==> src/design/lc3b_types.sv <==
`default_nettype none

package lc3b_types;

    typedef logic [15:0] lc3b_word;
    typedef logic [2:0]  lc3b_reg;

    typedef enum logic [3:0] {
        op_br   = 4'b0000,
        op_add  = 4'b0001,
        op_ldb  = 4'b0010,
        op_stb  = 4'b0011,
        op_jsr  = 4'b0100,
        op_and  = 4'b0101,
        op_ldr  = 4'b0110,
        op_str  = 4'b0111,
        op_rti  = 4'b1000,
        op_not  = 4'b1001,
        op_ldi  = 4'b1010,
        op_sti  = 4'b1011,
        op_jmp  = 4'b1100,
        op_shf  = 4'b1101,
        op_lea  = 4'b1110,
        op_trap = 4'b1111
    } lc3b_opcode;

    typedef enum logic [2:0] {
        lc3b_alu_op_pass,  // sr1 straight through
        lc3b_alu_op_add,
        lc3b_alu_op_and,
        lc3b_alu_op_not,
        lc3b_alu_op_sll,
        lc3b_alu_op_srl,
        lc3b_alu_op_sra
    } lc3b_alu_op;

    typedef enum logic [1:0] {
        lc3b_pc_mux_sel_pc_plus2,
        lc3b_pc_mux_sel_pcn,  // pc-relative target
        lc3b_pc_mux_sel_alu   // register target
    } lc3b_pc_mux_sel;

    typedef enum logic {
        lc3b_pc_adder_mux_sel_offset9,
        lc3b_pc_adder_mux_sel_offset11
    } lc3b_pc_adder_mux_sel;

    typedef enum logic [1:0] {
        lc3b_general_alu_mux_sel_sr2,
        lc3b_general_alu_mux_sel_imm5,
        lc3b_general_alu_mux_sel_imm4
    } lc3b_general_alu_mux_sel;

    typedef enum logic {
        lc3b_cc_gen_mux_sel_alu,
        lc3b_cc_gen_mux_sel_pcn
    } lc3b_cc_gen_mux_sel;

    typedef enum logic [1:0] {
        lc3b_regfile_data_mux_sel_alu,
        lc3b_regfile_data_mux_sel_pcn,
        lc3b_regfile_data_mux_sel_pc  // return address, pc+2
    } lc3b_regfile_data_mux_sel;

    typedef enum logic {
        lc3b_regfile_dest_mux_sel_dest,
        lc3b_regfile_dest_mux_sel_r7
    } lc3b_regfile_dest_mux_sel;

    // all-zero word: pc+2 and nothing else
    typedef struct packed {
        logic                     conditional_branch;
        lc3b_pc_mux_sel           pc_mux_sel;
        lc3b_pc_adder_mux_sel     pc_adder_mux_sel;
        lc3b_general_alu_mux_sel  general_alu_mux_sel;
        lc3b_alu_op               general_alu_op;
        logic                     cc_load;
        lc3b_cc_gen_mux_sel       cc_gen_mux_sel;
        lc3b_regfile_data_mux_sel regfile_data_mux_sel;
        lc3b_regfile_dest_mux_sel regfile_dest_mux_sel;
        logic                     regfile_load;
    } lc3b_control_word;

endpackage : lc3b_types

`default_nettype wire
==> src/design/lc3b_pipe_if.sv <==
`timescale 1ns/1ns
`default_nettype none

// decode register to execute stage
interface id_ex_if import lc3b_types::*; ();
    logic             valid;
    lc3b_word         ir;
    lc3b_control_word ctrl;

    modport producer (
        output valid,
        output ir,
        output ctrl
    );

    modport consumer (
        input valid,
        input ir,
        input ctrl
    );
endinterface : id_ex_if


`default_nettype wire

==> src/design/lc3b_decode.sv <==
`timescale 1ns/1ns
`default_nettype none

module lc3b_decode import lc3b_types::*; (
    input  logic      clk,
    input  logic      rst,
    input  logic      instr_push,
    input  lc3b_word  instr,
    id_ex_if.producer id_ex
);

    lc3b_control_word rom_ctrl;

    control_rom rom0 (
        .ir_in       (instr),
        .control_out (rom_ctrl)
    );

    // valid lasts one cycle per push
    always_ff @(posedge clk) begin
        if (rst) begin
            id_ex.valid <= 1'b0;
            id_ex.ctrl  <= '0;
        end else begin
            id_ex.valid <= instr_push;
            if (instr_push)
                id_ex.ctrl <= rom_ctrl;
            else
                id_ex.ctrl <= '0;  // idle slot carries a no-op word
        end
    end

    always_ff @(posedge clk) begin
        if (instr_push) begin
            id_ex.ir <= instr;
        end
    end

endmodule : lc3b_decode

`default_nettype wire

==> src/design/control_rom.sv <==
`timescale 1ns/1ns
`default_nettype none

module control_rom import lc3b_types::*; (
    input  lc3b_word         ir_in,
    output lc3b_control_word control_out
);

    lc3b_opcode opcode;

    assign opcode = lc3b_opcode'(ir_in[15:12]);

    always_comb begin
        control_out = '0;  // default is a plain pc+2

        case (opcode)
            op_add, op_and: begin
                if (ir_in[5])
                    control_out.general_alu_mux_sel = lc3b_general_alu_mux_sel_imm5;
                else
                    control_out.general_alu_mux_sel = lc3b_general_alu_mux_sel_sr2;
                if (opcode == op_add)
                    control_out.general_alu_op = lc3b_alu_op_add;
                else
                    control_out.general_alu_op = lc3b_alu_op_and;
                control_out.cc_load = 1'b1;
                control_out.cc_gen_mux_sel = lc3b_cc_gen_mux_sel_alu;
                control_out.regfile_data_mux_sel = lc3b_regfile_data_mux_sel_alu;
                control_out.regfile_load = 1'b1;
            end

            op_not: begin
                control_out.general_alu_op = lc3b_alu_op_not;
                control_out.cc_load = 1'b1;
                control_out.regfile_data_mux_sel = lc3b_regfile_data_mux_sel_alu;
                control_out.regfile_load = 1'b1;
            end

            op_shf: begin
                control_out.general_alu_mux_sel = lc3b_general_alu_mux_sel_imm4;
                if (!ir_in[4])
                    control_out.general_alu_op = lc3b_alu_op_sll;
                else if (!ir_in[5])
                    control_out.general_alu_op = lc3b_alu_op_srl;
                else
                    control_out.general_alu_op = lc3b_alu_op_sra;
                control_out.cc_load = 1'b1;
                control_out.regfile_data_mux_sel = lc3b_regfile_data_mux_sel_alu;
                control_out.regfile_load = 1'b1;
            end

            op_lea: begin
                control_out.pc_adder_mux_sel = lc3b_pc_adder_mux_sel_offset9;
                control_out.cc_load = 1'b1;
                control_out.cc_gen_mux_sel = lc3b_cc_gen_mux_sel_pcn;
                control_out.regfile_data_mux_sel = lc3b_regfile_data_mux_sel_pcn;
                control_out.regfile_dest_mux_sel = lc3b_regfile_dest_mux_sel_dest;
                control_out.regfile_load = 1'b1;
            end

            op_br: begin
                control_out.conditional_branch = 1'b1;  // taken only on nzp match
                control_out.pc_mux_sel = lc3b_pc_mux_sel_pcn;
                control_out.pc_adder_mux_sel = lc3b_pc_adder_mux_sel_offset9;
            end

            op_jmp: begin
                control_out.pc_mux_sel = lc3b_pc_mux_sel_alu;  // baser via pass
                control_out.general_alu_op = lc3b_alu_op_pass;
            end

            op_jsr: begin
                if (ir_in[11])
                    control_out.pc_mux_sel = lc3b_pc_mux_sel_pcn;
                else
                    control_out.pc_mux_sel = lc3b_pc_mux_sel_alu;  // jsrr
                control_out.pc_adder_mux_sel = lc3b_pc_adder_mux_sel_offset11;
                control_out.general_alu_op = lc3b_alu_op_pass;
                control_out.regfile_data_mux_sel = lc3b_regfile_data_mux_sel_pc;
                control_out.regfile_dest_mux_sel = lc3b_regfile_dest_mux_sel_r7;
                control_out.regfile_load = 1'b1;
            end

            default: ;  // loads, stores, trap, rti
        endcase
    end

    // opcodes outside the kept set decode to the zero word
    a_unsup_zero: assert final (!(opcode inside {op_ldb, op_stb, op_ldr, op_str, op_rti,
                                                  op_ldi, op_sti, op_trap})
                                || control_out == '0)
        else $error("control_rom: nonzero control word for opcode %b", ir_in[15:12]);

endmodule : control_rom

`default_nettype wire

==> src/flat_wrapper.sv <==
// flat-port wrapper written by rule: the top's interface ports become plain ports
module lc3b_decode_flat import lc3b_types::*;
  (clk, rst, instr_push, instr, id_ex_valid, id_ex_ir, id_ex_ctrl);
  id_ex_if id_ex_i ();
  input  logic clk;
  input  logic rst;
  input  logic instr_push;
  input  lc3b_word instr;
  output wire logic [$bits(id_ex_i.valid)-1:0] id_ex_valid;
  output wire logic [$bits(id_ex_i.ir)-1:0] id_ex_ir;
  output wire logic [$bits(id_ex_i.ctrl)-1:0] id_ex_ctrl;
  assign id_ex_valid = id_ex_i.valid;
  assign id_ex_ir = id_ex_i.ir;
  assign id_ex_ctrl = id_ex_i.ctrl;
  lc3b_decode u_core (.clk(clk), .rst(rst), .instr_push(instr_push), .instr(instr), .id_ex(id_ex_i));
endmodule
==> config.mk <==
export PLATFORM = sky130hd
export DESIGN_NAME = lc3b_decode_flat
export DESIGN_NICKNAME = d
export VERILOG_FILES = /design/src/design/lc3b_types.sv /design/src/design/lc3b_pipe_if.sv /design/src/design/lc3b_decode.sv /design/src/design/control_rom.sv /design/src/flat_wrapper.sv
export SDC_FILE = /design/constraint.sdc
export NUM_CORES = 1
export LEC_CHECK = 0
export BUFFER_PORTS_ARGS = -buffer_cell sky130_fd_sc_hd__buf_4
export CAP_MARGIN = 30
export CORE_MARGIN = 2
export CORE_UTILIZATION = 40
export CTS_BUF_LIST = sky130_fd_sc_hd__clkbuf_16
export CTS_CLUSTER_DIAMETER = 120
export CTS_CLUSTER_SIZE = 25
export DETAILED_ROUTE_END_ITERATION = 16
export MAX_ROUTING_LAYER = met4
export PLACE_DENSITY = 0.73
export SLEW_MARGIN = 20
export SYNTH_ARGS = -nofsm -noshare
export SYNTH_HDL_FRONTEND = slang
export SYNTH_SLANG_ARGS = --single-unit
==> constraint.sdc <==
create_clock -name clk -period 1.1 [get_ports clk]
set_input_delay 0.055 -clock clk [delete_from_list [all_inputs] [get_ports clk]]
set_output_delay 0.055 -clock clk [all_outputs]
set_load 0.05 [all_outputs]
==> flow_summary.ini, run 1 <==
[synthesis]
syn-num-nets = 79
ys_types = 21
synth_top_area_share = 0.519
synthesis.area_um2 = 926
synth_seq_cells = 29
netlist.top_cell.by_area = edfxtp_1
netlist_instances = 60
yosysWarnings = 0
ys_seq_area_frac = 0.800
synthTopCellsByArea = edfxtp_1, dfxtp_1, buf_4
synth_area_per_cell_um2 = 15.4

[final_layout]
area_growth_pct = 72.0
drive_gt1_frac = 0.457
layout.nets = 147
antenna_cells = 0

[clocking]
cts_max_level = 2
cts_tree = done
cts-resized-gates = 0
cts_hold_buf = 14
clock-root-buffer = clkbuf_16
cts_sinks = 29
clkTransAtPathRegs_ns = 0.04
post_cts_buffers = 0
numCtsBuffers = 5
clockBufferDepth = 2

[die]
dieHeight_um = 52.1
core.rowCount = 17
start_util = 0.423
io_pins = 51
die_w_um = 52.1
die_area_um2 = 2720
coreArea_um2 = 2190

[min_path]
hp-class = in2reg

[routing]
drtAntennaViolNets = 0
drt_wl_total_mm = 2.09
vias = 710
routedWlPerCell_um = 13.3
drt-initial-drc-count = 8
viasPerCell = 4.52
drc = 0
drtPass1Iterations = 4

[run_status]
status = finished, final reports clean

[worst_setup_path]
arrival_ns = 0.87
crit_start = u_core.id_ex.ir[4]
required_ns = 1.04
worstPathMaxFanout = 1
critPathMaxStageDelay_ns = 0.39
worstSetupPathType = reg2out
cp.depth = 1
startpoint_type = register
cp-end-kind = output port
critPathCapture = id_ex_ir[4]
crit_buf_inv = 1
crit_chain = buf_4
critPathSlowestCell = edfxtp_1
critPathTopFamily = flip-flops

[placed_design]
port_buffers = 50
gp_congestion = 0.703
place_hpwl_mm = 1.36

[sta]
layout_min_cycle_time_ns = 0.922
max_freq_mhz = 1080
worstMarginPinSlew_ns = 0.203
min_period_over_period = 0.838
grt_setup_unrepaired = no
setup_viol = 0
finalSetupTns_ns = 0
relSlewSlack = 0.863
finalHoldViolations = 0
drv_slew = 0

[grt]
grt_usage = 0.179
grt_pass1_vias = 686
antenna_found_initial = 0
grt_overflow_total = 0
grt_pass1_wl_mm = 3.11
grt_max_degree = 17

[pwr]
p_total_mw = 2.86
p_leak_nw = 0.717
power_per_cell_area_nw_per_um2 = 1800
ir_worst_vdd_mv = 1.29

[flow_run]
maxCapViolCount = 0
## power by group
| part | internal (mW) | switching (mW) |
|---|---|---|
| Sequential | 1.21 | 0.0165 |
| Combinational | 0.160 | 0.283 |
| Clock | 0.804 | 0.390 |
| Total | 2.17 | 0.690 |
## flip-flops by register name (all words and copies together) (netlist names)
register,count
u_core.id_ex.valid,1
u_core.id_ex.ctrl,12
u_core.id_ex.ir,16
## metrics by stage
stage | cell area [µm²] | util | hold slack (ns) | worst slack (ns) | instances
after global placement | 1320 | 0.601 | 0.234 | 0.185 | 135
after detailed placement | 1320 | 0.601 | 0.235 | 0.156 | 135
final | 1590 | 0.727 | 0.0128 | 0.178 | 157
after global routing | 1590 | 0.727 | 0.00636 | 0.0993 | 157
after CTS | 1590 | 0.727 | 0.00399 | 0.193 | 157
after floorplan | 926 | - | 0.131 | 0.131 | 60
## worst min-delay path by stage
| stage | start | to | slack (ns) | depth (start not counted) |
|---|---|---|---|---|
| 5_1_grt | instr[12] | u_core.id_ex.ir[12] | 0.006 | 1 |
| 4_1_cts | instr[12] | u_core.id_ex.ir[12] | 0.004 | 1 |
| 3_3_place_gp | instr[8] | u_core.id_ex.ir[8] | 0.23 | 1 |
| 2_1_floorplan | instr[15] | u_core.id_ex.ctrl[9] | 0.13 | 1 |
| 6_report | instr[12] | u_core.id_ex.ir[12] | 0.01 | 1 |
| 3_5_place_dp | instr[3] | u_core.id_ex.ir[3] | 0.23 | 1 |
## kinds of logic (layout without fill, tap and decap cells)
logic type | count (synthesis) | count (layout) | share of synthesized area
DFF | 29 | 29 | 0.800
buffers and inverters | 7 | 76 | 0.0419
and+or+nand+nor | 17 | 17 | 0.114
AOI/OAI and AO/OA | 7 | 7 | 0.0446
## routing by layer
metal | up-vias | global-route usage | share of wire
li1 | 345 | - | -
met1 | 314 | 0.180 | 0.37
met2 | 46 | 0.281 | 0.49
met3 | 5 | 0.0805 | 0.12
met4 | 0 | 0.118 | 0.021
met5 | - | - | 0
## cell usage after synthesis, drive strengths merged
cell / n
clkbuf: 1
o21ai: 1
nor3: 1
nor2b: 1
nor3b: 1
o21bai: 1
or2: 1
nand2b: 2
dfxtp: 13
a21oi: 5
inv: 3
nand4b: 1
nand2: 1
buf: 3
nand3b: 1
edfxtp: 16
nor4: 1
or4: 1
nor2: 6
## cell type report
| cell class | count | area (µm²) |
|---|---|---|
| inverter | 3 | 11.3 |
| clock inverter | 3 | 11.3 |
| clock buffer | 5 | 125 |
| multi-input combinational | 24 | 146 |
| fill | 151 | 598 |
| tap | 28 | 35.0 |
| sequential | 29 | 741 |
| timing repair buffer | 65 | 523 |
## cells in the final DEF, fill, tap and decap left out
master	instances
or2_1	1
o21ai_0	1
inv_1	6
buf_4	51
dlygate4sd3_1	14
edfxtp_1	16
nor2b_1	1
a21oi_1	4
a21oi_2	1
nand2b_1	1
nand2b_4	1
nand2_1	1
nor4_1	1
or4_4	1
nand4b_1	1
nor2_1	6
o21bai_1	1
nand3b_1	1
dfxtp_1	13
nor3_1	1
clkbuf_16	5
nor3b_1	1
(Power assumes the default switching activity.)
==> run 2, diff against run 1 <==
--- a/config.mk
+++ b/config.mk
@@ -8,7 +8,7 @@
 export BUFFER_PORTS_ARGS = -buffer_cell sky130_fd_sc_hd__buf_4
 export CAP_MARGIN = 30
 export CORE_MARGIN = 2
-export CORE_UTILIZATION = 40
+export CORE_UTILIZATION = 38
 export CTS_BUF_LIST = sky130_fd_sc_hd__clkbuf_16
 export CTS_CLUSTER_DIAMETER = 120
 export CTS_CLUSTER_SIZE = 25
==> constraint.sdc (replaced) <==
create_clock -name clk -period 0.8 [get_ports clk]
set_input_delay 0.04 -clock clk [delete_from_list [all_inputs] [get_ports clk]]
set_output_delay 0.04 -clock clk [all_outputs]
set_load 0.05 [all_outputs]
==> run 2 against run 1 <==
Against the previous run: the run now ends with negative setup slack left; largest cell class unchanged; highest routed layer unchanged; utilization grew 6.8 points; sequential power grew 38%; global-route usage up 0.44 points; sequential share of layout area decreased by 4.3 points; die area grew 4.9%.
==> flow_summary.ini, run 2 (synthesis gave the netlist of run 1 again) <==
[grt]
grt_pass1_wl_mm = 3.41
grt_max_degree = 17
grt_overflow_total = 0
antenna_found_initial = 0
grt_pass1_vias = 748
grt_usage = 0.184

[worst_setup_path]
arrival_ns = 0.84
crit_buf_inv = 1
worstPathMaxFanout = 1
worstSetupPathType = reg2out
critPathMaxStageDelay_ns = 0.39
required_ns = 0.76
critPathTopFamily = flip-flops
critPathSlowestCell = edfxtp_1
startpoint_type = register
crit_start = u_core.id_ex.ir[5]
cp-end-kind = output port
crit_chain = buf_6

[sta]
finalSetupTns_ns = -1.02
layout_min_cycle_time_ns = 0.875
min_period_over_period = 1.09
drv_slew = 0
setup_viol = 21
max_freq_mhz = 1140
finalHoldViolations = 0
worst_slack_ns = -0.0751
grt_setup_unrepaired = yes
relSlewSlack = 0.849
worstMarginPinSlew_ns = 0.225

[die]
io_pins = 51
start_util = 0.411
die_area_um2 = 2850
coreArea_um2 = 2250
core.rowCount = 17
dieHeight_um = 53.4
die_w_um = 53.4

[routing]
viasPerCell = 4.53
drt-initial-drc-count = 7
drt_wl_total_mm = 2.32
drtPass1Iterations = 4
vias = 730
drc = 0
drtAntennaViolNets = 0
routedWlPerCell_um = 14.4

[min_path]
hp-class = in2reg
hold_start = instr[14]

[clocking]
clkTransAtPathRegs_ns = 0.05
clock-root-buffer = clkbuf_16
cts_sinks = 29
numCtsBuffers = 5
post_cts_buffers = 0
cts_max_level = 2
clockBufferDepth = 2
cts_tree = done

[pwr]
ir_worst_vdd_mv = 1.76
p_leak_nw = 0.780
power_per_cell_area_nw_per_um2 = 2270
p_total_mw = 4.07

[placed_design]
dp_slack_ns = -0.0925
place_hpwl_mm = 1.43
postPlaceCellArea_um2 = 1360
port_buffers = 50
gp_congestion = 0.704

[final_layout]
antenna_cells = 0
utilization = 0.795
area_growth_pct = 93.6
layout_commonest_cell = buf_6
layout.nets = 151
top_register = u_core.id_ex.ir
drive_gt1_frac = 0.571
final_area_um2 = 1790
largest_register_ffs = 16
largestRegisters = u_core.id_ex.ir: 16 flops, u_core.id_ex.ctrl: 12 flops, u_core.id_ex.valid: 1 flops
final_cell_mix = buf_6, buf_4, edfxtp_1

[run_status]
status = finished with violations
violations = negative setup slack

[flow_run]
maxCapViolCount = 0
==> run 2: cell types whose count changed in the layout (fill, tap and decap cells not counted), sizes merged <==
cell | before | now
buf | 51 | 55
==> run 2: area by class of cell <==
class	instances	area, µm²
inverter	3	11.3
timing repair buffer	69	703
sequential	29	757
tap	28	35.0
multi-input combinational	24	150
clock buffer	5	125
clock inverter	3	11.3
fill	131	462
==> run 2: power by group <==
group	internal [mW]	switching (mW)	leakage [nW]	total, mW
Sequential	1.66	0.0390	0.268	1.70
Combinational	0.285	0.394	0.436	0.679
Clock	1.11	0.580	0.0765	1.69
Total	3.06	1.01	0.780	4.07
==> run 2: final timing paths <==
path | cells past startpoint | endpoint
max | 1 | id_ex_ir[5]
min | 2 | u_core.id_ex.ctrl[6]
==> run 2: stage by stage <==
step / instances / hold WS [ns]
finish: 161 / 0.00959
global route: 161 / 0.0109
CTS: 162 / 0.000628
detailed placement: 140 / 0.220
global placement: 140 / 0.219
floorplan: 60 / 0.116
==> run 2: repair_timing <==
| action | 4_1_cts | 5_1_grt |
|---|---|---|
| endpoints found under the setup margin | 31 | 30 |
| pin swaps | 0 | 1 |
| gates resized for setup | 35 | 16 |
| hold endpoints to repair | 13 | 0 |
| hold buffers | 14 | 0 |
==> run 2: routing by layer <==
| metal | vias up | GRT usage | wire length (µm) |
|---|---|---|---|
| li1 | 348 | - | - |
| met1 | 335 | 0.175 | 896 |
| met2 | 43 | 0.309 | 1150 |
| met3 | 4 | 0.0876 | 246 |
| met4 | 0 | 0.0897 | 19 |
| met5 | - | - | 0 |
