==> src/design/lc3b_apb_pkg.sv <==
`default_nettype none

package lc3b_apb_pkg;

    localparam int unsigned APB_ADDR_W = 8;
    localparam int unsigned APB_DATA_W = 32;

    localparam logic [APB_ADDR_W-1:0] ADDR_INSTR    = 8'h00;  // write only
    localparam logic [APB_ADDR_W-1:0] ADDR_STATUS   = 8'h04;  // n z p in bits 2..0
    localparam logic [APB_ADDR_W-1:0] ADDR_PC       = 8'h08;
    localparam logic [APB_ADDR_W-1:0] ADDR_REG_BASE = 8'h20;  // r0 .. r7

    localparam int unsigned NUM_REGS   = 8;
    localparam int unsigned REG_STRIDE = 4;

endpackage : lc3b_apb_pkg

`default_nettype wire

==> src/design/lc3b_types.sv <==
`default_nettype none

package lc3b_types;

    typedef logic [15:0] lc3b_word;
    typedef logic [2:0]  lc3b_reg;

    typedef enum logic [3:0] {
        op_br   = 4'b0000,
        op_add  = 4'b0001,
        op_ldb  = 4'b0010,
        op_stb  = 4'b0011,
        op_jsr  = 4'b0100,
        op_and  = 4'b0101,
        op_ldr  = 4'b0110,
        op_str  = 4'b0111,
        op_rti  = 4'b1000,
        op_not  = 4'b1001,
        op_ldi  = 4'b1010,
        op_sti  = 4'b1011,
        op_jmp  = 4'b1100,
        op_shf  = 4'b1101,
        op_lea  = 4'b1110,
        op_trap = 4'b1111
    } lc3b_opcode;

    typedef enum logic [2:0] {
        lc3b_alu_op_pass,  // sr1 straight through
        lc3b_alu_op_add,
        lc3b_alu_op_and,
        lc3b_alu_op_not,
        lc3b_alu_op_sll,
        lc3b_alu_op_srl,
        lc3b_alu_op_sra
    } lc3b_alu_op;

    typedef enum logic [1:0] {
        lc3b_pc_mux_sel_pc_plus2,
        lc3b_pc_mux_sel_pcn,  // pc-relative target
        lc3b_pc_mux_sel_alu   // register target
    } lc3b_pc_mux_sel;

    typedef enum logic {
        lc3b_pc_adder_mux_sel_offset9,
        lc3b_pc_adder_mux_sel_offset11
    } lc3b_pc_adder_mux_sel;

    typedef enum logic [1:0] {
        lc3b_general_alu_mux_sel_sr2,
        lc3b_general_alu_mux_sel_imm5,
        lc3b_general_alu_mux_sel_imm4
    } lc3b_general_alu_mux_sel;

    typedef enum logic {
        lc3b_cc_gen_mux_sel_alu,
        lc3b_cc_gen_mux_sel_pcn
    } lc3b_cc_gen_mux_sel;

    typedef enum logic [1:0] {
        lc3b_regfile_data_mux_sel_alu,
        lc3b_regfile_data_mux_sel_pcn,
        lc3b_regfile_data_mux_sel_pc  // return address, pc+2
    } lc3b_regfile_data_mux_sel;

    typedef enum logic {
        lc3b_regfile_dest_mux_sel_dest,
        lc3b_regfile_dest_mux_sel_r7
    } lc3b_regfile_dest_mux_sel;

    // all-zero word: pc+2 and nothing else
    typedef struct packed {
        logic                     conditional_branch;
        lc3b_pc_mux_sel           pc_mux_sel;
        lc3b_pc_adder_mux_sel     pc_adder_mux_sel;
        lc3b_general_alu_mux_sel  general_alu_mux_sel;
        lc3b_alu_op               general_alu_op;
        logic                     cc_load;
        lc3b_cc_gen_mux_sel       cc_gen_mux_sel;
        lc3b_regfile_data_mux_sel regfile_data_mux_sel;
        lc3b_regfile_dest_mux_sel regfile_dest_mux_sel;
        logic                     regfile_load;
    } lc3b_control_word;

endpackage : lc3b_types

`default_nettype wire
==> src/design/lc3b_apb_port.sv <==
`timescale 1ns/1ns
`default_nettype none

module lc3b_apb_port import lc3b_types::*, lc3b_apb_pkg::*; (
    input  logic                  clk,
    input  logic                  rst,
    input  logic                  psel,
    input  logic                  penable,
    input  logic                  pwrite,
    input  logic [APB_ADDR_W-1:0] paddr,
    input  logic [APB_DATA_W-1:0] pwdata,
    output logic [APB_DATA_W-1:0] prdata,
    output logic                  pready,
    output logic                  pslverr,
    input  logic                  busy,
    input  lc3b_word              pc,
    input  logic [2:0]            cc,
    input  lc3b_word              dbg_data,
    output lc3b_reg               dbg_sel,
    output logic                  instr_push,
    output lc3b_word              instr
);

    logic [APB_ADDR_W-1:0] reg_off;
    logic                  hit_instr;
    logic                  hit_status;
    logic                  hit_pc;
    logic                  hit_reg;
    logic                  bad;

    assign reg_off    = paddr - ADDR_REG_BASE;
    assign hit_instr  = (paddr == ADDR_INSTR);
    assign hit_status = (paddr == ADDR_STATUS);
    assign hit_pc     = (paddr == ADDR_PC);
    assign hit_reg    = (paddr >= ADDR_REG_BASE) && (reg_off[1:0] == 2'b00) &&
                        (reg_off < APB_ADDR_W'(NUM_REGS * REG_STRIDE));
    assign dbg_sel    = lc3b_reg'(reg_off >> $clog2(REG_STRIDE));

    assign bad = pwrite ? !hit_instr : !(hit_status || hit_pc || hit_reg);

    // reads wait until both stages drain
    assign pready     = psel && penable && (pwrite || !busy);
    assign pslverr    = pready && bad;
    assign instr_push = pready && pwrite && !bad;
    assign instr      = pwdata[15:0];

    always_comb begin
        if (hit_status)
            prdata = APB_DATA_W'(cc);
        else if (hit_pc)
            prdata = APB_DATA_W'(pc);
        else if (hit_reg)
            prdata = APB_DATA_W'(dbg_data);
        else
            prdata = '0;
    end

    // host must hold a stalled transfer
    a_wait_hold: assert property (@(posedge clk) disable iff (rst)
        (psel && penable && !pready) |=> (psel && penable && $stable(paddr) && $stable(pwrite)))
        else $error("apb port: transfer dropped during wait state");

endmodule : lc3b_apb_port

`default_nettype wire

==> config.mk <==
export PLATFORM = sky130hd
export DESIGN_NAME = lc3b_apb_port
export DESIGN_NICKNAME = d
export VERILOG_FILES = /design/src/design/lc3b_apb_pkg.sv /design/src/design/lc3b_types.sv /design/src/design/lc3b_apb_port.sv
export SDC_FILE = /design/constraint.sdc
export NUM_CORES = 1
export LEC_CHECK = 0
export BUFFER_PORTS_ARGS = -buffer_cell sky130_fd_sc_hd__buf_2
export CORE_MARGIN = 5
export CORE_UTILIZATION = 24
export DETAILED_ROUTE_END_ITERATION = 10
export PLACE_DENSITY = 0.8
export SLEW_MARGIN = 10
export SYNTH_ARGS = -nofsm -noshare
export SYNTH_HDL_FRONTEND = slang
export SYNTH_SLANG_ARGS = --single-unit
==> constraint.sdc <==
create_clock -name vclk -period 1.56
set_input_delay 0.312 -clock vclk [all_inputs]
set_output_delay 0.312 -clock vclk [all_outputs]
set_load 0.05 [all_outputs]
==> run summary, run 1 <==
Ys Warns -> 0
CP required -> 1.25 ns
syn avg cell area -> 7.73 µm²
crit path cell chain -> buf_8 > nor4_4 > buf_4 > nand4b_1 > buf_6 > a31oi_4 > buf_6
area of the multi-input gates -> 692 µm²
CLK BUF -> 0
P_leak -> 0.000731 µW
failing checks -> negative setup slack
Final Hold Fails -> 0
share of the yosys chip area belonging to registers -> 0%
CP max stage delay -> 0.30 ns
Worst Min Path Start -> pwdata[10]
Fillers -> 249
FF+latch count -> 0
largest net degree at the start of global routing -> 14
die area -> 4000 µm²
PD cells -> 244 nW/µm²
fraction of layout cells with a size suffix above 1 -> 79.5%
Worst path slowest cell -> nor4_4
row count -> 19
Final min period -> 1.82 ns
Die Y -> 63.3 µm
global-route wire length before repair -> 4.35 mm
setup ws final -> -0.256 ns
Initial Util -> 24.9%
Cell Area, Synth -> 681 µm²
fmax -> 551 MHz
CORE AREA -> 2730 µm²
Hold WC Path Type -> in2out
Distinct cells, synth -> 29
initial antenna violation count -> 0
Max Slew Vio Count -> 0
CP top delay family -> buffers and inverters
Worst VDD drop -> 243 µV
crit end category -> primary output
DR vias -> 911
CP Launch Type -> primary input
worst-path maximum fanout -> 3
placed insts -> 177
Final HPWL DP -> 2.29 mm
Syn Inst Count -> 88
synth cell count leaders -> 35 x buf_4, 10 x a22o_2, 4 x nand4_1
drt via density -> 4.87
IO Port Bufs -> 69
Tcrit/Tclk final -> 116%
GRT Resource Usage Total -> 12.8%
Hold Crit Endpoint -> instr[10]
drt pass-1 iters -> 4
Final TNS setup -> -4.09 ns
top cells by area, synth -> buf_4 39%, a22o_2 15%, a22o_1 3.9%, nand4_1 3.7%, buf_6 3.3%
drc violations -> 0
I/O Pins -> 135
routability congestion estimate -> 0.743
Synth area leader -> buf_4
fin util -> 54.0%
Post-Layout Cell Count -> 187
Routed Antenna Nets -> 0
vias in the first global route -> 901
die width -> 63.3 µm
most frequent cell after synthesis -> buf_4
Cells on Worst Hold Path -> 0
status -> finished, violations left
ant diodes -> 0
Total Wirelength -> 3.11 mm
synthesis-to-finish area growth -> 117%
max cap viols -> 0
Worst Path Buf+Inv -> 4
count of final setup violators -> 18
Crit Path Class -> in2out
Yosys top cell area share -> 38.6%
Hold WS -> 0.624 ns
DRT iter0 DRCs -> 33
Avg WL per Cell -> 16.6 µm
register area -> 0 µm²
total gr overflow -> 0
Worst path most repeated cell -> buf_6
nets@finish -> 240
Tot Pwr -> 361 µW
Worst EP arrival -> 1.50 ns
RSZ-0062 raised after global routing -> true
[logic make-up after synthesis]
logic type | count (synthesis) | synth area share (%)
and+or+nand+nor | 24 | 25.9
buffers and inverters | 40 | 43.6
adders and majority gates | 1 | 1.84
AOI/OAI and AO/OA | 20 | 25.6
xor gates and xnor gates | 2 | 2.57
other | 1 | 0.551
[per-stage QoR]
step / instance area, µm² / setup slack (ns)
after floorplan: 895 / -0.210
after global placement: 1090 / -0.560
after detailed placement: 1090 / -0.589
after CTS: 1350 / -0.288
after global routing: 1480 / -0.289
final: 1480 / -0.256
[layout make-up]
class | count | area share [%]
Multi-Input combinational cell | 64 | 46.9
Timing Repair Buffer | 89 | 49.7
Inverter | 3 | 0.763
Tap cell | 31 | 2.63
[metal layers]
metal  wire (µm)  track usage, %
met1        1000            13.3
met2        1650            24.4
met3         440            5.68
met4          13           0.779
met5           0               0
[how the worst max path moves through the flow]
stage | end | slack [ns] | from | depth (start not counted)
finish | prdata[0] | -0.26 | paddr[7] | 7
floorplan | prdata[0] | -0.21 | paddr[5] | 3
global route | prdata[0] | -0.29 | paddr[7] | 7
global placement | prdata[4] | -0.56 | paddr[5] | 7
CTS | prdata[4] | -0.29 | paddr[5] | 5
detailed placement | prdata[4] | -0.59 | paddr[5] | 7
[where the power goes]
part / total, µW / internal [µW] / switching [µW]
clock network: 0 / 0 / 0
logic: 361 / 133 / 228
registers: 0 / 0 / 0
[timing repair]
item                       in CTS  in global routing
pin swaps                      11                  9
gates resized for setup        68                 13
setup buffers                   2                  7
setup endpoints to repair      18                 18
hold endpoints to repair        0                  0
gates cloned                    1                  0
hold buffers                    0                  0
[cells in the final DEF (no fill, tap or decap), types with 2 or more instances in the layout]
master,synthesis,routed
buf_6,2,13
nand3_2,0,2
a31oi_4,0,3
nor3_2,0,3
buf_2,0,48
and2_1,3,3
buf_12,0,2
nand4_1,4,4
conb_1,1,16
inv_2,0,2
a22o_4,0,13
buf_4,35,11
buf_8,0,15
and4_4,0,2
Power figures use the tool's default switching activity.
==> run 2: changes to the inputs <==
--- a/config.mk
+++ b/config.mk
@@ -5,11 +5,12 @@
 export SDC_FILE = /design/constraint.sdc
 export NUM_CORES = 1
 export LEC_CHECK = 0
-export BUFFER_PORTS_ARGS = -buffer_cell sky130_fd_sc_hd__buf_2
-export CORE_MARGIN = 5
-export CORE_UTILIZATION = 24
+export CORE_AREA = 5 5 49 51
 export DETAILED_ROUTE_END_ITERATION = 10
-export PLACE_DENSITY = 0.8
+export DIE_AREA = 0 0 54 56
+export DONT_BUFFER_PORTS = 1
+export MAX_ROUTING_LAYER = met4
+export PLACE_DENSITY = 0.51
 export SLEW_MARGIN = 10
 export SYNTH_ARGS = -nofsm -noshare
 export SYNTH_HDL_FRONTEND = slang
==> run 2 against run 1 <==
The flow now stops in detailed routing. Global-route usage decreased by 0.92 points. Synthesized cell count unchanged. Synthesized area unchanged.
==> run summary, run 2 <==
Exit stage -> detailed routing
Yosys top cell area share -> 38.6% (unchanged)
syn avg cell area -> 7.73 µm² (unchanged)
GRT Resource Usage Total -> 11.9% (was 12.8%)
global-route wire length before repair -> 2.83 mm (was 4.35 mm)
First Err -> [ERROR DRT-0255] Maze Route cannot find path of net pwdata[11] in worker of routeBox ( 0 0 ) ( 54000 48300 ).
Cell Area, Synth -> 681 µm² (unchanged)
routability congestion estimate -> 0.749 (was 0.743)
placed insts -> 108 (was 177)
Ys Warns -> 0 (unchanged)
IO Port Bufs -> 0 (was 69)
Die Y -> 56 µm (was 63.3 µm)
largest net degree at the start of global routing -> 14 (unchanged)
Synth area leader -> buf_4 (unchanged)
most frequent cell after synthesis -> buf_4 (unchanged)
row count -> 16 (was 19)
Area after DPL -> 806 µm² (was 1090 µm²)
share of the yosys chip area belonging to registers -> 0% (unchanged)
Initial Util -> 35.8% (was 24.9%)
status -> aborted with a tool error (was finished, violations left)
I/O Pins -> 135 (unchanged)
total gr overflow -> 0 (unchanged)
Worst EP Category -> primary output
top cells by area, synth -> buf_4 39%, a22o_2 15%, a22o_1 3.9%, nand4_1 3.7%, buf_6 3.3% (unchanged)
synth cell count leaders -> 35 x buf_4, 10 x a22o_2, 4 x nand4_1 (unchanged)
GRT worst endpoint -> prdata[2]
Distinct cells, synth -> 29 (unchanged)
die width -> 54 µm (was 63.3 µm)
initial antenna violation count -> 0 (unchanged)
vias in the first global route -> 597 (was 901)
Syn Inst Count -> 88 (unchanged)
Final HPWL DP -> 1.78 mm (was 2.29 mm)
run 2: cell counts after synthesis:
Identical to the previous run, type by type.
run 2: per-layer routing:
layer	global-route usage [%]
met1	12.9
met2	21.6
met3	1.34
met5	-
met4	3.56
run 2: logic make-up after synthesis:
group,synth area share (%)
fa+ha+maj,1.84
xor+xnor,2.57
buf+inv,43.6
simple gates,25.9
compound gates,25.6
other cells,0.551
run 2: repair_timing:
action	4_1_cts	5_1_grt
hold buffers	0	0
pin swaps	10	12
cloned	0	1
setup buffers	0	1
resized for setup	10	11
endpoints found under the setup margin	17	17
run 2: metrics by stage:
stage          setup WS (ns)  utilization [%]
3_5_place_dp          -0.341             42.4
2_1_floorplan         -0.210                -
4_1_cts               -0.139             44.5
5_1_grt               -0.183             47.4
3_3_place_gp          -0.331             42.4
==> run 3: changes to the inputs <==
--- a/config.mk
+++ b/config.mk
@@ -5,12 +5,11 @@
 export SDC_FILE = /design/constraint.sdc
 export NUM_CORES = 1
 export LEC_CHECK = 0
-export CORE_AREA = 5 5 49 51
+export CORE_AREA = 5 5 66 68
 export DETAILED_ROUTE_END_ITERATION = 10
-export DIE_AREA = 0 0 54 56
+export DIE_AREA = 0 0 71 73
 export DONT_BUFFER_PORTS = 1
-export MAX_ROUTING_LAYER = met4
-export PLACE_DENSITY = 0.51
+export PLACE_DENSITY_LB_ADDON = 0.15
 export SLEW_MARGIN = 10
 export SYNTH_ARGS = -nofsm -noshare
 export SYNTH_HDL_FRONTEND = slang
==> constraint.sdc (replaced) <==
create_clock -name vclk -period 2
set_input_delay 0.4 -clock vclk [all_inputs]
set_output_delay 0.4 -clock vclk [all_outputs]
set_load 0.05 [all_outputs]
==> run 3 against run 2 <==
The flow now finishes, with violations (negative setup slack). Global-route usage down 5.2 points.
==> run summary, run 3 (synthesis gave the netlist of run 1 again) <==
status -> finished, violations left (was aborted with a tool error)
failing checks -> negative setup slack
register area -> 0 µm²
post-route cell area -> 793 µm²
GRT met1 Usage -> 5.96% (was 12.9%)
Max Slew Vio Count -> 0
CP Launch Type -> primary input
met3 Use GR -> 2.07% (was 1.34%)
Area after DPL -> 788 µm² (was 806 µm²)
CORE AREA -> 3800 µm²
total gr overflow -> 0 (unchanged)
Final HPWL DP -> 1.93 mm (was 1.78 mm)
CP required -> 1.60 ns
Placement Setup Slack -> -0.0249 ns (was -0.341 ns)
Final TNS setup -> -0.0124 ns
fraction of layout cells with a size suffix above 1 -> 49.4%
synthesis-to-finish area growth -> 16.5%
fin util -> 20.9%
worst-path maximum fanout -> 8
most common cell after layout, fill and taps aside -> conb_1
Most Used Layer, Global Route -> met2 (unchanged)
Final min period -> 2.01 ns
met2 usage -> 14.6% (was 21.6%)
highest-count cells in the layout ignoring fill and taps -> 16 x conb_1, 12 x a22o_2, 9 x buf_12
Routed Antenna Nets -> 0
Crit Path Class -> in2out
Initial Util -> 17.9% (was 35.8%)
ant diodes -> 0
Die Y -> 73 µm (was 56 µm)
GRT Resource Usage Total -> 6.69% (was 11.9%)
die area -> 5180 µm²
CLK BUF -> 0
I/O Pins -> 135 (unchanged)
IO Port Bufs -> 0 (unchanged)
Avg WL per Cell -> 15.2 µm
drt via density -> 4.47
global-route wire length before repair -> 2.86 mm (was 2.83 mm)
PD cells -> 202 nW/µm²
row count -> 23 (was 16)
Post-Layout Cell Count -> 133
crit end category -> primary output
nets@finish -> 167
die width -> 71 µm (was 54 µm)
setup ws final -> -0.00916 ns
DR vias -> 595
Worst VDD drop -> 70.3 µV
largest net degree at the start of global routing -> 14 (unchanged)
initial antenna violation count -> 0 (unchanged)
Hold WC Path Type -> in2out
Final Hold Fails -> 0
drt pass-1 iters -> 2
placed insts -> 133 (was 108)
Tcrit/Tclk final -> 100%
DRT iter0 DRCs -> 9
FF+latch count -> 0
# Post-CTS Setup Buffers -> 0 (unchanged)
fmax -> 498 MHz
drc violations -> 0
routability congestion estimate -> 0.679 (was 0.749)
vias in the first global route -> 587 (was 597)
Worst EP arrival -> 1.61 ns
Total Wirelength -> 2.02 mm
RSZ-0062 raised after global routing -> true
count of final setup violators -> 2
max cap viols -> 0
P_leak -> 0.000308 µW
run 3: cell type report:
type / count / area, µm²
Fill cell: 435 / 3010
Timing Repair Buffer: 17 / 240
Multi-Input combinational cell: 63 / 479
Tap cell: 50 / 62.6
Inverter: 3 / 11.3
run 3: critical path: stages:
cell and delay [ns]:
or4_2 0.70, nor3_1 0.25, a31oi_2 0.08, buf_12 0.17
run 3: where the power goes:
group / leakage (µW) / internal, µW / switching (µW) / total, µW
logic: 0.000308 / 43.4 / 116 / 160
clock network: 0 / 0 / 0 / 0
registers: 0 / 0 / 0 / 0
run 3: timing repair:
item,4_1_cts,5_1_grt
setup endpoints to repair,2,6
pin swaps,0,0
hold buffers,0,0
gates resized for setup,1,0
run 3: final timing paths:
path / to / slack [ns] / startpoint / cells past startpoint
setup / recovery: prdata[1] / -0.009 / paddr[5] / 4
hold / removal: instr[5] / 0.80 / pwdata[5] / 0
run 3: metal layers:
layer	vias to the layer above	routed length, µm
met4	0	12
met1	267	546
met2	52	1120
li1	270	-
met5	-	0
met3	6	340
run 3: metrics by stage:
step	hold slack, ns	total power (µW)
5_1_grt	0.800	168
2_1_floorplan	0.950	252
6_report	0.800	160
4_1_cts	0.800	160
3_5_place_dp	0.800	160
3_3_place_gp	0.800	159
==> run 4: changes to the inputs <==
--- a/config.mk
+++ b/config.mk
@@ -9,6 +9,7 @@
 export DETAILED_ROUTE_END_ITERATION = 10
 export DIE_AREA = 0 0 71 73
 export DONT_BUFFER_PORTS = 1
+export GPL_ROUTABILITY_DRIVEN = 0
 export PLACE_DENSITY_LB_ADDON = 0.15
 export SLEW_MARGIN = 10
 export SYNTH_ARGS = -nofsm -noshare
==> constraint.sdc (replaced) <==
create_clock -name vclk -period 2.4
set_input_delay 0.48 -clock vclk [all_inputs]
set_output_delay 0.48 -clock vclk [all_outputs]
set_load 0.05 [all_outputs]
==> run 4 against run 3 <==
The run now ends clean. Sequential share of layout area did not move. Final cell count fell by 5.3%. Count of clock-buffer cells in the layout unchanged. Design area fell by 17%. Power fell by 25%. Die area did not move. Via count fell by 3.9%. First-iteration DRC count up 22%. Combinational power decreased by 24%. Wire length grew 0.60%. Largest cell class unchanged.
==> run summary, run 4 (synthesis gave the netlist of run 1 again) <==
most common cell after layout, fill and taps aside -> conb_1 (unchanged)
fmax -> 460 MHz
Final min period -> 2.17 ns
Cells on Worst Hold Path -> 0 (unchanged)
Area after DPL -> 658 µm² (was 788 µm²)
RSZ-0062 raised after global routing -> false (was true)
initial antenna violation count -> 0 (unchanged)
drt via density -> 4.54 (was 4.47)
combinational power share -> 100.0% (about the same)
fraction of layout cells with a size suffix above 1 -> 38.2% (was 49.4%)
vias in the first global route -> 529 (was 587)
status -> completed (was finished, violations left)
Final Hold Fails -> 0 (unchanged)
P_leak -> 0.000250 µW (was 0.000308 µW)
ant diodes -> 0 (unchanged)
Hold Crit Endpoint -> instr[6] (was instr[5])
Worst Min Path Start -> pwdata[6] (was pwdata[5])
CP Launch Type -> primary input (unchanged)
post-route cell area -> 658 µm² (was 793 µm²)
I/O Pins -> 135 (unchanged)
FF+latch count -> 0 (unchanged)
register area -> 0 µm² (unchanged)
global-route wire length before repair -> 2.68 mm (was 2.86 mm)
setup ws final -> 0.228 ns (was -0.00916 ns)
PD cells -> 183 nW/µm² (was 202 nW/µm²)
count of final setup violators -> 0 (was 2)
CP required -> 1.92 ns (was 1.60 ns)
Final TNS setup -> 0 ns (was -0.0124 ns)
Fillers -> 440 (was 435)
DRT iter0 DRCs -> 11 (was 9)
Least-Margin Pin Slew -> 0.546 ns
CORE AREA -> 3800 µm² (unchanged)
hold buffers post-CTS -> 0 (unchanged)
GRT Resource Usage Total -> 6.43% (was 6.69%)
Worst VDD drop -> 46.3 µV (was 70.3 µV)
IO Port Bufs -> 0 (unchanged)
Routed Antenna Nets -> 0 (unchanged)
worst-path maximum fanout -> 8 (unchanged)
Switch Pwr -> 94.1 µW (was 116 µW)
Hold WC Path Type -> in2out (unchanged)
Initial Util -> 17.9% (unchanged)
Worst EP arrival -> 1.69 ns (was 1.61 ns)
placed insts -> 126 (was 133)
Max Slew Vio Count -> 0 (unchanged)
Tcrit/Tclk final -> 90.5%
Avg WL per Cell -> 16.1 µm (was 15.2 µm)
switching portion of total power -> 77.9% (was 72.8%)
drc violations -> 0 (unchanged)
Placement Setup Slack -> 0.222 ns (was -0.0249 ns)
Post-Layout Cell Count -> 126 (was 133)
# Post-CTS Setup Buffers -> 0 (unchanged)
Total Wirelength -> 2.03 mm (was 2.02 mm)
max cap viols -> 0 (unchanged)
CLK BUF -> 0 (unchanged)
row count -> 23 (unchanged)
Tot Pwr -> 121 µW (was 160 µW)
nets@finish -> 160 (was 167)
Die Y -> 73 µm (unchanged)
internal power -> 26.6 µW (was 43.4 µW)
Slew headroom -> 63.1%
DR vias -> 572 (was 595)
Final HPWL DP -> 1.85 mm (was 1.93 mm)
highest-count cells in the layout ignoring fill and taps -> 16 x conb_1, 10 x a22o_2, 6 x buf_4 (was 16 x conb_1, 12 x a22o_2, 9 x buf_12)
synthesis-to-finish area growth -> -3.31% (was 16.5%)
Resize count post-CTS -> 0 (was 1)
die area -> 5180 µm² (unchanged)
drt pass-1 iters -> 4 (was 2)
crit end category -> primary output (unchanged)
total gr overflow -> 0 (unchanged)
die width -> 71 µm (unchanged)
clock share of power -> 0% (about the same)
Sequential Power Share -> 0% (about the same)
Crit Path Class -> in2out (unchanged)
largest net degree at the start of global routing -> 14 (unchanged)
==> run 4: area by class of cell <==
class | instances | area [µm²] | area share, %
inverter | 3 | 11.3 | 1.71
multi-input combinational | 63 | 459 | 69.8
tap | 50 | 62.6 | 9.51
timing repair buffer | 10 | 125 | 19.0
==> run 4: power by group through the flow <==
stage,clock network [µW],logic (µW),registers [µW]
floorplan,0,209,0
global placement,0,120,0
detailed placement,0,121,0
CTS,0,121,0
global route,0,127,0
finish,0,121,0
==> run 4: worst max-delay path: stages <==
cell and delay [ns]:
or4_2 0.70, nor3_1 0.26, a31oi_2 0.05, buf_4 0.20
==> run 4: layer usage <==
layer	wire length, µm	part of all wire, %	global-route usage, %
met5	0	0	0
met4	13	0.64	1.04
met3	386	19	3.03
met2	1130	56	14.2
met1	498	25	4.90
==> run 4: worst max path at each step <==
stage / from / endpoint / depth (start not counted)
after floorplan: psel / pslverr / 3
after global placement: paddr[5] / prdata[4] / 4
after detailed placement: paddr[5] / prdata[0] / 4
after CTS: paddr[5] / prdata[0] / 4
after global routing: paddr[5] / prdata[4] / 6
final: paddr[5] / prdata[0] / 4
==> run 4: stage by stage <==
step | utilization (%) | hold WS [ns]
after global placement | 17.3 | 0.960
after floorplan | - | 1.13
after detailed placement | 17.3 | 0.960
after global routing | 17.3 | 0.960
final | 17.3 | 0.960
after CTS | 17.3 | 0.960
